**config.mk**
```make
export PLATFORM = sky130hd
export DESIGN_NAME = night_sky
export DESIGN_NICKNAME = d
export VERILOG_FILES = /design/src/verilog/sky_pkg.sv /design/src/verilog/draw_moon.sv /design/src/verilog/night_sky.sv /design/src/verilog/sky_animator.sv /design/src/verilog/sky_hit_detect.sv
export VERILOG_INCLUDE_DIRS = /design/src /design/src/verilog
export SDC_FILE = /design/constraint.sdc
export NUM_CORES = 1
export LEC_CHECK = 0
export BUFFER_PORTS_ARGS = -buffer_cell sky130_fd_sc_hd__buf_2
export CAP_MARGIN = 20
export CORE_ASPECT_RATIO = 0.6
export CORE_MARGIN = 8
export CORE_UTILIZATION = 60
export DETAILED_ROUTE_END_ITERATION = 7
export PLACE_DENSITY = 0.88
export REMOVE_ABC_BUFFERS = 1
export SLEW_MARGIN = 20
export SYNTH_ARGS = -nofsm -noshare
export SYNTH_HDL_FRONTEND = slang
export SYNTH_SLANG_ARGS = --single-unit
```
**constraint.sdc**
```tcl
create_clock -name frame_Clk -period 9.1 [get_ports frame_Clk]
set_input_delay 0.455 -clock frame_Clk [delete_from_list [all_inputs] [get_ports frame_Clk]]
set_output_delay 0.455 -clock frame_Clk [all_outputs]
set_load 0.05 [all_outputs]
```
**src/verilog/sky_macros.svh**
```systemverilog
`ifndef SKY_MACROS_SVH
`define SKY_MACROS_SVH

// sprite memory address width
`define SPRITE_AW 18

// moon images: full disc, left halves 1..3, right halves 1..3
`define MOON_BASE0 142615
`define MOON_BASE1 149015
`define MOON_BASE2 152215
`define MOON_BASE3 155415
`define MOON_BASE4 158615
`define MOON_BASE5 161815
`define MOON_BASE6 165015

// three twinkle images, same width, slightly different heights
`define STAR_BASE0 224411
`define STAR_BASE1 224717
`define STAR_BASE2 225059

`define MOON_FULL_W 80
`define MOON_HALF_W 40
`define MOON_H      80

`define STAR_W  18
`define STAR_H0 17
`define STAR_H1 19
`define STAR_H2 18

// screen placement, top-left corners
`define MOON_X       0
`define MOON_RIGHT_X 40
`define MOON_Y       80
`define STAR1_X      100
`define STAR1_Y      20
`define STAR2_X      200
`define STAR2_Y      60

// animation timing in frames
`define TWINKLE_PERIOD 30
`define TWINKLE_STEP1  10
`define TWINKLE_STEP2  20

`define COORD_W 10

`endif

```
**src/verilog/sky_pkg.sv**
```systemverilog
package sky_pkg;

	// which sprite covers the pixel being written
	typedef enum logic [1:0]
	{
		LAYER_NONE  = 2'b00,
		LAYER_MOON  = 2'b01,
		LAYER_STAR1 = 2'b10,
		LAYER_STAR2 = 2'b11
	} sky_layer_t;

	// 0 full moon, 1..3 left halves, 4..6 right halves
	typedef logic [2:0] moon_phase_t;

	// star image 0..2
	typedef logic [1:0] star_frame_t;

endpackage
```
**src/verilog/draw_moon.sv**
```systemverilog
`include "sky_macros.svh"

module draw_moon (
	input  sky_pkg::sky_layer_t   layer,
	input  sky_pkg::moon_phase_t  phase,
	input  sky_pkg::star_frame_t  star_frame,
	input  logic [`COORD_W-1:0]   dist_x,
	input  logic [`COORD_W-1:0]   dist_y,
	output logic [`SPRITE_AW-1:0] address
);
	import sky_pkg::*;

	logic [`SPRITE_AW-1:0] moon_base;
	logic [`SPRITE_AW-1:0] star_base;
	logic [`SPRITE_AW-1:0] base;
	logic [`SPRITE_AW-1:0] row_w;
	logic [`SPRITE_AW-1:0] offset;

	// moon image table
	always_comb
	begin
		case (phase)
			3'd1:    moon_base = `SPRITE_AW'(`MOON_BASE1);
			3'd2:    moon_base = `SPRITE_AW'(`MOON_BASE2);
			3'd3:    moon_base = `SPRITE_AW'(`MOON_BASE3);
			3'd4:    moon_base = `SPRITE_AW'(`MOON_BASE4);
			3'd5:    moon_base = `SPRITE_AW'(`MOON_BASE5);
			3'd6:    moon_base = `SPRITE_AW'(`MOON_BASE6);
			default: moon_base = `SPRITE_AW'(`MOON_BASE0);
		endcase
	end

	// both stars share one set of twinkle images
	always_comb
	begin
		case (star_frame)
			2'd1:    star_base = `SPRITE_AW'(`STAR_BASE1);
			2'd2:    star_base = `SPRITE_AW'(`STAR_BASE2);
			default: star_base = `SPRITE_AW'(`STAR_BASE0);
		endcase
	end

	always_comb
	begin
		case (layer)
			LAYER_MOON:
			begin
				base  = moon_base;
				row_w = (phase == 3'd0) ? `SPRITE_AW'(`MOON_FULL_W)
					: `SPRITE_AW'(`MOON_HALF_W);
			end
			LAYER_STAR1, LAYER_STAR2:
			begin
				base  = star_base;
				row_w = `SPRITE_AW'(`STAR_W);
			end
			default:
			begin
				base  = '0;
				row_w = '0;
			end
		endcase
	end

	// images are stored row by row
	assign offset  = `SPRITE_AW'(dist_y) * row_w + `SPRITE_AW'(dist_x);
	assign address = (layer == LAYER_NONE) ? '0 : base + offset;

	// bounds come from the hit detector, checked here against the row width
	always_comb
	begin
		dist_x_in_row: assert #0 (layer == LAYER_NONE || `SPRITE_AW'(dist_x) < row_w)
			else $error("dist_x %0d outside row of %0d", dist_x, row_w);
	end

endmodule

```
**src/verilog/night_sky.sv**
```systemverilog
`include "sky_macros.svh"

module night_sky (
	input  logic                  frame_Clk,
	input  logic                  Reset,
	input  logic [`COORD_W-1:0]   write_x,
	input  logic [`COORD_W-1:0]   write_y,
	input  logic                  isnight,
	output sky_pkg::sky_layer_t   moon_on_wr,
	output logic [`SPRITE_AW-1:0] address
);
	import sky_pkg::*;

	moon_phase_t         phase;
	star_frame_t         star_frame;
	logic [`COORD_W-1:0] dist_x;
	logic [`COORD_W-1:0] dist_y;

	// per-frame animation state
	sky_animator u_animator (
		.frame_Clk  (frame_Clk),
		.Reset      (Reset),
		.isnight    (isnight),
		.phase      (phase),
		.star_frame (star_frame)
	);

	// layer goes straight out as moon_on_wr
	sky_hit_detect u_hit_detect (
		.write_x    (write_x),
		.write_y    (write_y),
		.isnight    (isnight),
		.phase      (phase),
		.star_frame (star_frame),
		.layer      (moon_on_wr),
		.dist_x     (dist_x),
		.dist_y     (dist_y)
	);

	draw_moon u_draw_moon (
		.layer      (moon_on_wr),
		.phase      (phase),
		.star_frame (star_frame),
		.dist_x     (dist_x),
		.dist_y     (dist_y),
		.address    (address)
	);

endmodule

```
**src/verilog/sky_animator.sv**
```systemverilog
`include "sky_macros.svh"

module sky_animator (
	input  logic                 frame_Clk,
	input  logic                 Reset,
	input  logic                 isnight,
	output sky_pkg::moon_phase_t phase,
	output sky_pkg::star_frame_t star_frame
);
	import sky_pkg::*;

	localparam int CNT_W = $clog2(`TWINKLE_PERIOD + 1);
	localparam moon_phase_t LAST_PHASE = 3'd6;

	// position inside the twinkle period, runs 1 up to the period
	logic [CNT_W-1:0] frame_count;
	logic [CNT_W-1:0] count_next;
	moon_phase_t      phase_next;

	assign count_next = frame_count + CNT_W'(1);

	// last right half wraps back to the full disc
	always_comb
	begin
		if (phase == LAST_PHASE)
			phase_next = 3'd0;
		else
			phase_next = phase + 3'd1;
	end

	always_ff @(posedge frame_Clk or posedge Reset)
	begin
		if (Reset)
		begin
			frame_count <= CNT_W'(1);
			star_frame  <= 2'd0;
			phase       <= 3'd0;
		end
		else if (isnight)
		begin
			if (count_next == CNT_W'(`TWINKLE_PERIOD))
			begin
				// period done, restart twinkle and move the moon on
				frame_count <= CNT_W'(1);
				star_frame  <= 2'd0;
				phase       <= phase_next;
			end
			else
			begin
				frame_count <= count_next;
				if (count_next == CNT_W'(`TWINKLE_STEP1))
					star_frame <= 2'd1;
				else if (count_next == CNT_W'(`TWINKLE_STEP2))
					star_frame <= 2'd2;
			end
		end
	end

	// third star image is encoded 2, never 3
	star_frame_legal: assert property (@(posedge frame_Clk) disable iff (Reset)
		star_frame != 2'd3)
		else $error("star frame holds the unused code 3");

	phase_legal: assert property (@(posedge frame_Clk) disable iff (Reset)
		phase <= LAST_PHASE)
		else $error("moon phase went past the last right half");

	// daytime freezes the whole animation
	day_holds: assert property (@(posedge frame_Clk) disable iff (Reset)
		!isnight |=> $stable(phase) && $stable(star_frame))
		else $error("animation moved while isnight was low");

endmodule

```
**src/verilog/sky_hit_detect.sv**
```systemverilog
`include "sky_macros.svh"

module sky_hit_detect (
	input  logic [`COORD_W-1:0]  write_x,
	input  logic [`COORD_W-1:0]  write_y,
	input  logic                 isnight,
	input  sky_pkg::moon_phase_t phase,
	input  sky_pkg::star_frame_t star_frame,
	output sky_pkg::sky_layer_t  layer,
	output logic [`COORD_W-1:0]  dist_x,
	output logic [`COORD_W-1:0]  dist_y
);
	import sky_pkg::*;

	logic [`COORD_W-1:0] moon_x;
	logic [`COORD_W-1:0] moon_w;
	logic [`COORD_W-1:0] star_h;
	logic                in_moon;
	logic                in_star1;
	logic                in_star2;

	// moon footprint depends on which half is showing
	always_comb
	begin
		if (phase == 3'd0)
		begin
			moon_x = `COORD_W'(`MOON_X);
			moon_w = `COORD_W'(`MOON_FULL_W);
		end
		else if (phase <= 3'd3)
		begin
			moon_x = `COORD_W'(`MOON_X);
			moon_w = `COORD_W'(`MOON_HALF_W);
		end
		else
		begin
			moon_x = `COORD_W'(`MOON_RIGHT_X);
			moon_w = `COORD_W'(`MOON_HALF_W);
		end
	end

	// each twinkle image has its own height
	always_comb
	begin
		case (star_frame)
			2'd1:    star_h = `COORD_W'(`STAR_H1);
			2'd2:    star_h = `COORD_W'(`STAR_H2);
			default: star_h = `COORD_W'(`STAR_H0);
		endcase
	end

	// half-open boxes, right and bottom edge excluded
	assign in_moon = (write_x >= moon_x) && (write_x < moon_x + moon_w)
		&& (write_y >= `COORD_W'(`MOON_Y))
		&& (write_y < `COORD_W'(`MOON_Y + `MOON_H));

	assign in_star1 = (write_x >= `COORD_W'(`STAR1_X))
		&& (write_x < `COORD_W'(`STAR1_X + `STAR_W))
		&& (write_y >= `COORD_W'(`STAR1_Y))
		&& (write_y < `COORD_W'(`STAR1_Y) + star_h);

	assign in_star2 = (write_x >= `COORD_W'(`STAR2_X))
		&& (write_x < `COORD_W'(`STAR2_X + `STAR_W))
		&& (write_y >= `COORD_W'(`STAR2_Y))
		&& (write_y < `COORD_W'(`STAR2_Y) + star_h);

	// moon wins over star 1, star 1 over star 2
	always_comb
	begin
		layer  = LAYER_NONE;
		dist_x = '0;
		dist_y = '0;
		if (isnight)
		begin
			if (in_moon)
			begin
				layer  = LAYER_MOON;
				dist_x = write_x - moon_x;
				dist_y = write_y - `COORD_W'(`MOON_Y);
			end
			else if (in_star1)
			begin
				layer  = LAYER_STAR1;
				dist_x = write_x - `COORD_W'(`STAR1_X);
				dist_y = write_y - `COORD_W'(`STAR1_Y);
			end
			else if (in_star2)
			begin
				layer  = LAYER_STAR2;
				dist_x = write_x - `COORD_W'(`STAR2_X);
				dist_y = write_y - `COORD_W'(`STAR2_Y);
			end
		end
	end

	// nothing of the sky may show in daylight
	always_comb
	begin
		day_is_empty: assert #0 (isnight || layer == LAYER_NONE)
			else $error("sky layer active while isnight is low");
	end

endmodule

```
==> results.py, run 1 <==
metrics = {
    "run_status": {
        "outcome": "complete, no violations",
    },
    "placed_design": {
        "port_buffers": 42,
        "hpwlAfterDp_mm": 11.2,
        "routabilityCongestion": 0.969,
        "place_inst": 771,
    },
    "synth": {
        "synth-seq-area-share_pct": 5.07,
        "synth_top_area_cell": "ha_1",
        "ys_async_sr_fraction_pct": 100,
        "synth_commonest_cells": "inv_1 (120), ha_1 (89), nor2_1 (68)",
        "synthFlopType": "dfrtp_1",
        "synth.top_cell.area_share_pct": 22.5,
        "yosys_warnings": 0,
        "synthMostInstantiatedCell": "inv_1",
        "ys_types": 66,
        "syn_area_um2": 4960,
        "syn_area_per_cell_um2": 7.70,
        "synthCells": 644,
        "synth_edf_count": 0,
        "synthTopCellsByArea": "ha_1 (22%), fa_1 (19%), inv_1 (9.1%)",
        "synth_seq_cells": 10,
    },
    "timing": {
        "drv_slew": 0,
        "max_clock_freq_mhz": 116,
        "setup_tns_ns": 0,
        "tightest_slew_ns": 0.844,
        "rsz0062_at_grt": "false",
        "post-route-period-util_pct": 95.0,
        "fin_worst_skew_ns": 0.000977,
        "hold_violations": 0,
        "max_slew_margin_pct": 43.3,
        "setup_viol": 0,
        "post-route-min-period_ns": 8.64,
    },
    "drt": {
        "drc": 0,
        "drt-total-wl_mm": 13.3,
        "firstDrtPassIters": 5,
        "antenna_left": 0,
        "drt-initial-drc-count": 444,
        "wl_per_cell_um": 17.2,
        "dr_total_vias": 4637,
        "viasPerCell": 5.98,
    },
    "finish": {
        "multiInputGateArea_um2": 4110,
        "nets": 826,
        "seq_area_um2": 253,
        "final_cells": 775,
        "drive_above_1_share_pct": 9.45,
        "syn2layout_area_growth_pct": 6.61,
        "num_antenna_cells": 0,
        "n_fill_cell": 707,
    },
    "clock_tree": {
        "clk_path_buf_depth": 2,
        "cts_tree": "yes",
        "postCtsHoldBufs": 0,
        "post_cts_buffers": 0,
        "cts_root_buffer": "clkbuf_16",
        "cts_buffers": 3,
        "clk_latency_ns": 0.23,
        "htree_levels": 1,
        "cts_resized": 0,
        "cts.sinks": 10,
        "clk_pin_slew_ns": 0.04,
    },
    "setup_path": {
        "crit_type": "reg2out",
        "required_ns": 8.65,
        "cp-end-kind": "output port",
        "startpoint_type": "flip-flop",
        "cp_max_fo": 21,
        "worstPathArrival_ns": 8.19,
    },
    "global_route": {
        "grt_max_degree": 22,
        "globalRouteTotalUtil_pct": 22.8,
        "grt-ovfl-total": 0,
        "grt_pass1_vias": 4446,
        "antenna_found_initial": 0,
        "grt_pass1_wl_mm": 21.7,
    },
    "pwr": {
        "ir_drop_v": 0.000179,
        "switching_power_uw": 228,
        "sw_frac_of_total_pct": 50.4,
        "p_leak_nw": 2.84,
        "combPwrFrac_pct": 60.1,
        "power.density_nw_per_um2": 85.9,
        "clkPwrFrac_pct": 17.1,
        "intPower_uw": 225,
        "p_seq_share_pct": 22.8,
    },
    "floorplanning": {
        "die_h_um": 86.4,
        "core-area_um2": 7950,
        "start_util_pct": 62.4,
        "die_x_um": 133,
        "ios": 43,
        "die_area_um2": 11500,
        "rows": 25,
    },
    "min_path": {
        "hp-class": "in2async",
    },
    "flow_run": {
        "cap_violations": 0,
    },
}
[cell type report]
cell class | count | share of cell area, %
inverters | 122 | 8.67
flip-flops and latches | 10 | 4.78
repair buffers | 47 | 4.69
clock buffers | 4 | 1.49
well taps | 108 | 2.56
multi-input cells | 484 | 77.8
[metal layers]
metal	vias up	track usage (%)	share of wire (%)
met3	25	5.48	12
li1	2192	-	-
met4	0	3.65	1.4
met1	2182	31.8	45
met5	-	0	0
met2	238	35.3	42
[sequential cells by signal, summed over array words and instances (netlist names)]
register	cells
u_animator.frame_count	5
u_animator.phase	3
u_animator.star_frame	2
[power by group through the flow]
stage          logic [mW]  clock network (mW)  registers (mW)
2_1_floorplan       0.177                   0          0.0924
3_3_place_gp        0.242                   0          0.0973
3_5_place_dp        0.253                   0           0.101
4_1_cts             0.261              0.0786           0.102
5_1_grt             0.294              0.0809           0.107
6_report            0.272              0.0778           0.103
[path summary, 6_finish.rpt]
check,start,slack [ns],to,cells past startpoint
max,u_animator.phase[2],0.46,address[17],27
min,Reset,0.19,u_animator.phase[1],2
max reg2reg,u_animator.frame_count[0],6.90,u_animator.phase[2],6
min reg2reg,u_animator.frame_count[0],0.59,u_animator.frame_count[0],2
max in group asynchronous,Reset,8.60,u_animator.frame_count[0],2
min in group frame_Clk,u_animator.frame_count[0],0.59,u_animator.frame_count[0],2
[metrics by stage]
stage | worst slack [ns] | util (%) | hold slack, ns | power [mW] | instance area [um^2]
final | 0.456 | 66.5 | 0.194 | 0.454 | 5280
after global routing | 0.0211 | 66.5 | 0.223 | 0.482 | 5280
after CTS | 0.289 | 66.3 | 0.204 | 0.441 | 5270
after detailed placement | 0.515 | 65.3 | 0.451 | 0.354 | 5190
after global placement | 0.855 | 65.3 | 0.433 | 0.339 | 5190
after floorplan | 0.391 | - | 0.294 | 0.270 | 4810
[worst max-delay path: stages (launching register included)]
cell	delay (ns)
dfrtp_1	0.58
inv_1	0.18
ha_1	0.31
nor2_1	0.21
inv_1	0.07
ha_1	0.34
a2111oi_1	0.58
a211oi_1	0.21
and3_2	0.42
nor3_1	0.51
a211oi_2	0.09
ha_1	0.29
inv_1	0.05
fa_1	0.53
inv_1	0.06
fa_1	0.51
fa_1	0.55
inv_1	0.05
fa_1	0.52
inv_1	0.04
ha_1	0.35
a21o_1	0.19
a2111o_1	0.41
a31oi_1	0.24
o31ai_1	0.14
xnor2_1	0.14
nor2_1	0.08
buf_2	0.26
[cells by family (layout without fill, tap and decap cells)]
logic type | count (synthesis) | count (layout) | synth area share, %
simple gates | 184 | 184 | 17.9
fa+ha+maj | 135 | 135 | 41.1
other cells | 1 | 1 | 0.0757
buf+inv | 150 | 173 | 12.2
xor+xnor | 31 | 31 | 5.48
compound gates | 129 | 129 | 17.3
flops | 10 | 10 | 5.07
mux | 4 | 4 | 0.858
[layout by cell type, fill, tap and decap left out, types with 3 or more instances in the layout]
cell and count:
buf_2 42, nand3_1 12, xor2_1 12, o221ai_1 5
dfrtp_1 8, o21ai_0 27, or3_1 7, clkbuf_16 3
and3_1 3, nand2b_1 4, fa_1 46, nor2b_1 3
ha_1 89, inv_1 120, o22ai_1 3, and2_1 13
nand4_1 4, xnor2_1 19, a21o_1 11, a211oi_1 12
nor4_1 3, a31oi_1 7, nand2_1 40, nor2_1 66
a21oi_1 32, buf_4 5, nor3_1 13, o31ai_1 3
o21a_1 4
(Power assumes the default switching activity.)
==> run 2, diff against run 1 <==
Clock period 9.1 ns to 8.1 ns, I/O delays scaled along.
==> results.py, run 2 (synthesized netlist as in run 1, its figures left out) <==
metrics = {
    "run_status": {
        "outcome": "complete, no violations",
    },
    "floorplanning": {
        "die_h_um": 86.4,
        "ios": 43,
        "rows": 25,
        "die_x_um": 133,
        "die_area_um2": 11500,
        "core-area_um2": 7950,
        "start_util_pct": 62.4,
    },
    "timing": {
        "setup_tns_ns": 0,
        "hold_violations": 0,
        "post-route-min-period_ns": 7.95,
        "setup_viol": 0,
        "fin_worst_skew_ns": 0.00195,
        "post-route-period-util_pct": 98.1,
        "drv_slew": 0,
        "tightest_slew_ns": 0.852,
        "whs_ns": 0.127,
        "max_clock_freq_mhz": 126,
        "max_slew_margin_pct": 42.8,
        "fin_ws_ns": 0.155,
    },
    "setup_path": {
        "cp_num_buf_inv": 7,
        "slowest_stage": "or4_1",
        "path_common_cell": "fa_1",
        "crit_type": "in2out",
        "cpPeakStageDelay_ns": 0.66,
        "required_ns": 7.70,
        "startpoint_type": "input port",
        "cp-end-kind": "output port",
        "cp_max_fo": 12,
        "worstPathArrival_ns": 7.54,
        "cp_top_family": "adder cells",
    },
    "clock_tree": {
        "htree_levels": 1,
        "clk_latency_ns": 0.24,
        "clk_path_buf_depth": 2,
        "cts_root_buffer": "clkbuf_16",
        "clk_pin_slew_ns": 0.04,
        "cts_tree": "yes",
        "postCtsHoldBufs": 0,
        "cts_buffers": 3,
        "cts.sinks": 10,
    },
    "global_route": {
        "globalRouteTotalUtil_pct": 25.9,
        "grt_pass1_wl_mm": 24.2,
        "grt-ovfl-total": 0,
        "antenna_found_initial": 0,
        "grt_pass1_vias": 4814,
        "grt_max_degree": 19,
    },
    "pwr": {
        "total_power_uw": 541,
        "power.density_nw_per_um2": 98.9,
        "combPwrFrac_pct": 62.6,
        "sw_frac_of_total_pct": 50.2,
        "p_leak_nw": 2.93,
        "switching_power_uw": 272,
        "intPower_uw": 270,
        "ir_drop_v": 0.000210,
        "p_seq_share_pct": 19.0,
        "clkPwrFrac_pct": 18.4,
    },
    "placed_design": {
        "place_inst": 785,
        "routabilityCongestion": 1.02,
        "hpwlAfterDp_mm": 12.4,
        "post-place-ws_ns": 0.182,
        "port_buffers": 42,
    },
    "finish": {
        "top_register": "u_animator.frame_count",
        "layout_common_cells": "inv_1 (120), ha_1 (88), nor2_1 (65), fa_1 (46)",
        "drive_above_1_share_pct": 13.2,
        "layout_commonest_cell": "inv_1",
        "n_fill_cell": 682,
        "final_cells": 790,
        "nets": 841,
        "num_antenna_cells": 0,
        "largest_reg_flops": 5,
        "syn2layout_area_growth_pct": 10.4,
        "reg.largest.list": "u_animator.frame_count: 5 flops, u_animator.phase: 3 flops, u_animator.star_frame: 2 flops",
    },
    "drt": {
        "dr_total_vias": 4832,
        "firstDrtPassIters": 5,
        "drc": 0,
        "drt-initial-drc-count": 531,
        "drt-total-wl_mm": 15.2,
        "viasPerCell": 6.12,
        "wl_per_cell_um": 19.2,
        "antenna_left": 0,
    },
    "min_path": {
        "hp-class": "in2async",
    },
    "flow_run": {
        "cap_violations": 0,
    },
}
run 2: changes by cell type in the layout (fill, tap and decap cells not counted), moves of 2 or more:
cell,change
a211oi_1,-2
buf_4,+16
a211oi_2,+2
buf_2,-2
run 2: cell type report:
type | instances | area [um^2] | share of cell area, %
Clock buffer | 4 | 88.8 | 1.62
Inverter | 122 | 458 | 8.37
Multi-Input combinational cell | 484 | 4170 | 76.3
Sequential cell | 10 | 251 | 4.60
Tap cell | 108 | 135 | 2.47
Timing Repair Buffer | 62 | 365 | 6.68
run 2: final timing paths:
path,startpoint,to,slack (ns),cells past startpoint
max in group asynchronous,Reset,u_animator.frame_count[0],7.66,2
max,write_y[4],address[16],0.15,26
min,Reset,u_animator.frame_count[3],0.13,2
min in group frame_Clk,u_animator.frame_count[0],u_animator.frame_count[0],0.58,2
min reg2reg,u_animator.frame_count[0],u_animator.frame_count[0],0.58,2
max reg2reg,u_animator.frame_count[0],u_animator.phase[2],5.94,6
run 2: per-layer routing:
metal	GRT usage [%]	part of all wire, %
met3	5.37	10
met2	40.1	44
met1	36.7	45
met5	0	0
met4	4.26	0.78
run 2: timing repair:
action	CTS	global route
pin swaps	0	2
buffers inserted	0	1
resized for setup	2	19
endpoints found under the setup margin	3	9
run 2: per-stage QoR:
step,util (%),cell area [um^2]
2_1_floorplan,-,4810
3_3_place_gp,66.7,5300
3_5_place_dp,66.7,5300
4_1_cts,67.8,5390
5_1_grt,68.9,5470
6_report,68.9,5470
run 2: power by group through the flow:
stage	Clock (mW)	Sequential, mW	Combinational [mW]
after CTS	0.101	0.102	0.322
after floorplan	0	0.104	0.199
after global routing	0.102	0.106	0.372
after detailed placement	0	0.103	0.314
final	0.0996	0.103	0.339
after global placement	0	0.0999	0.301
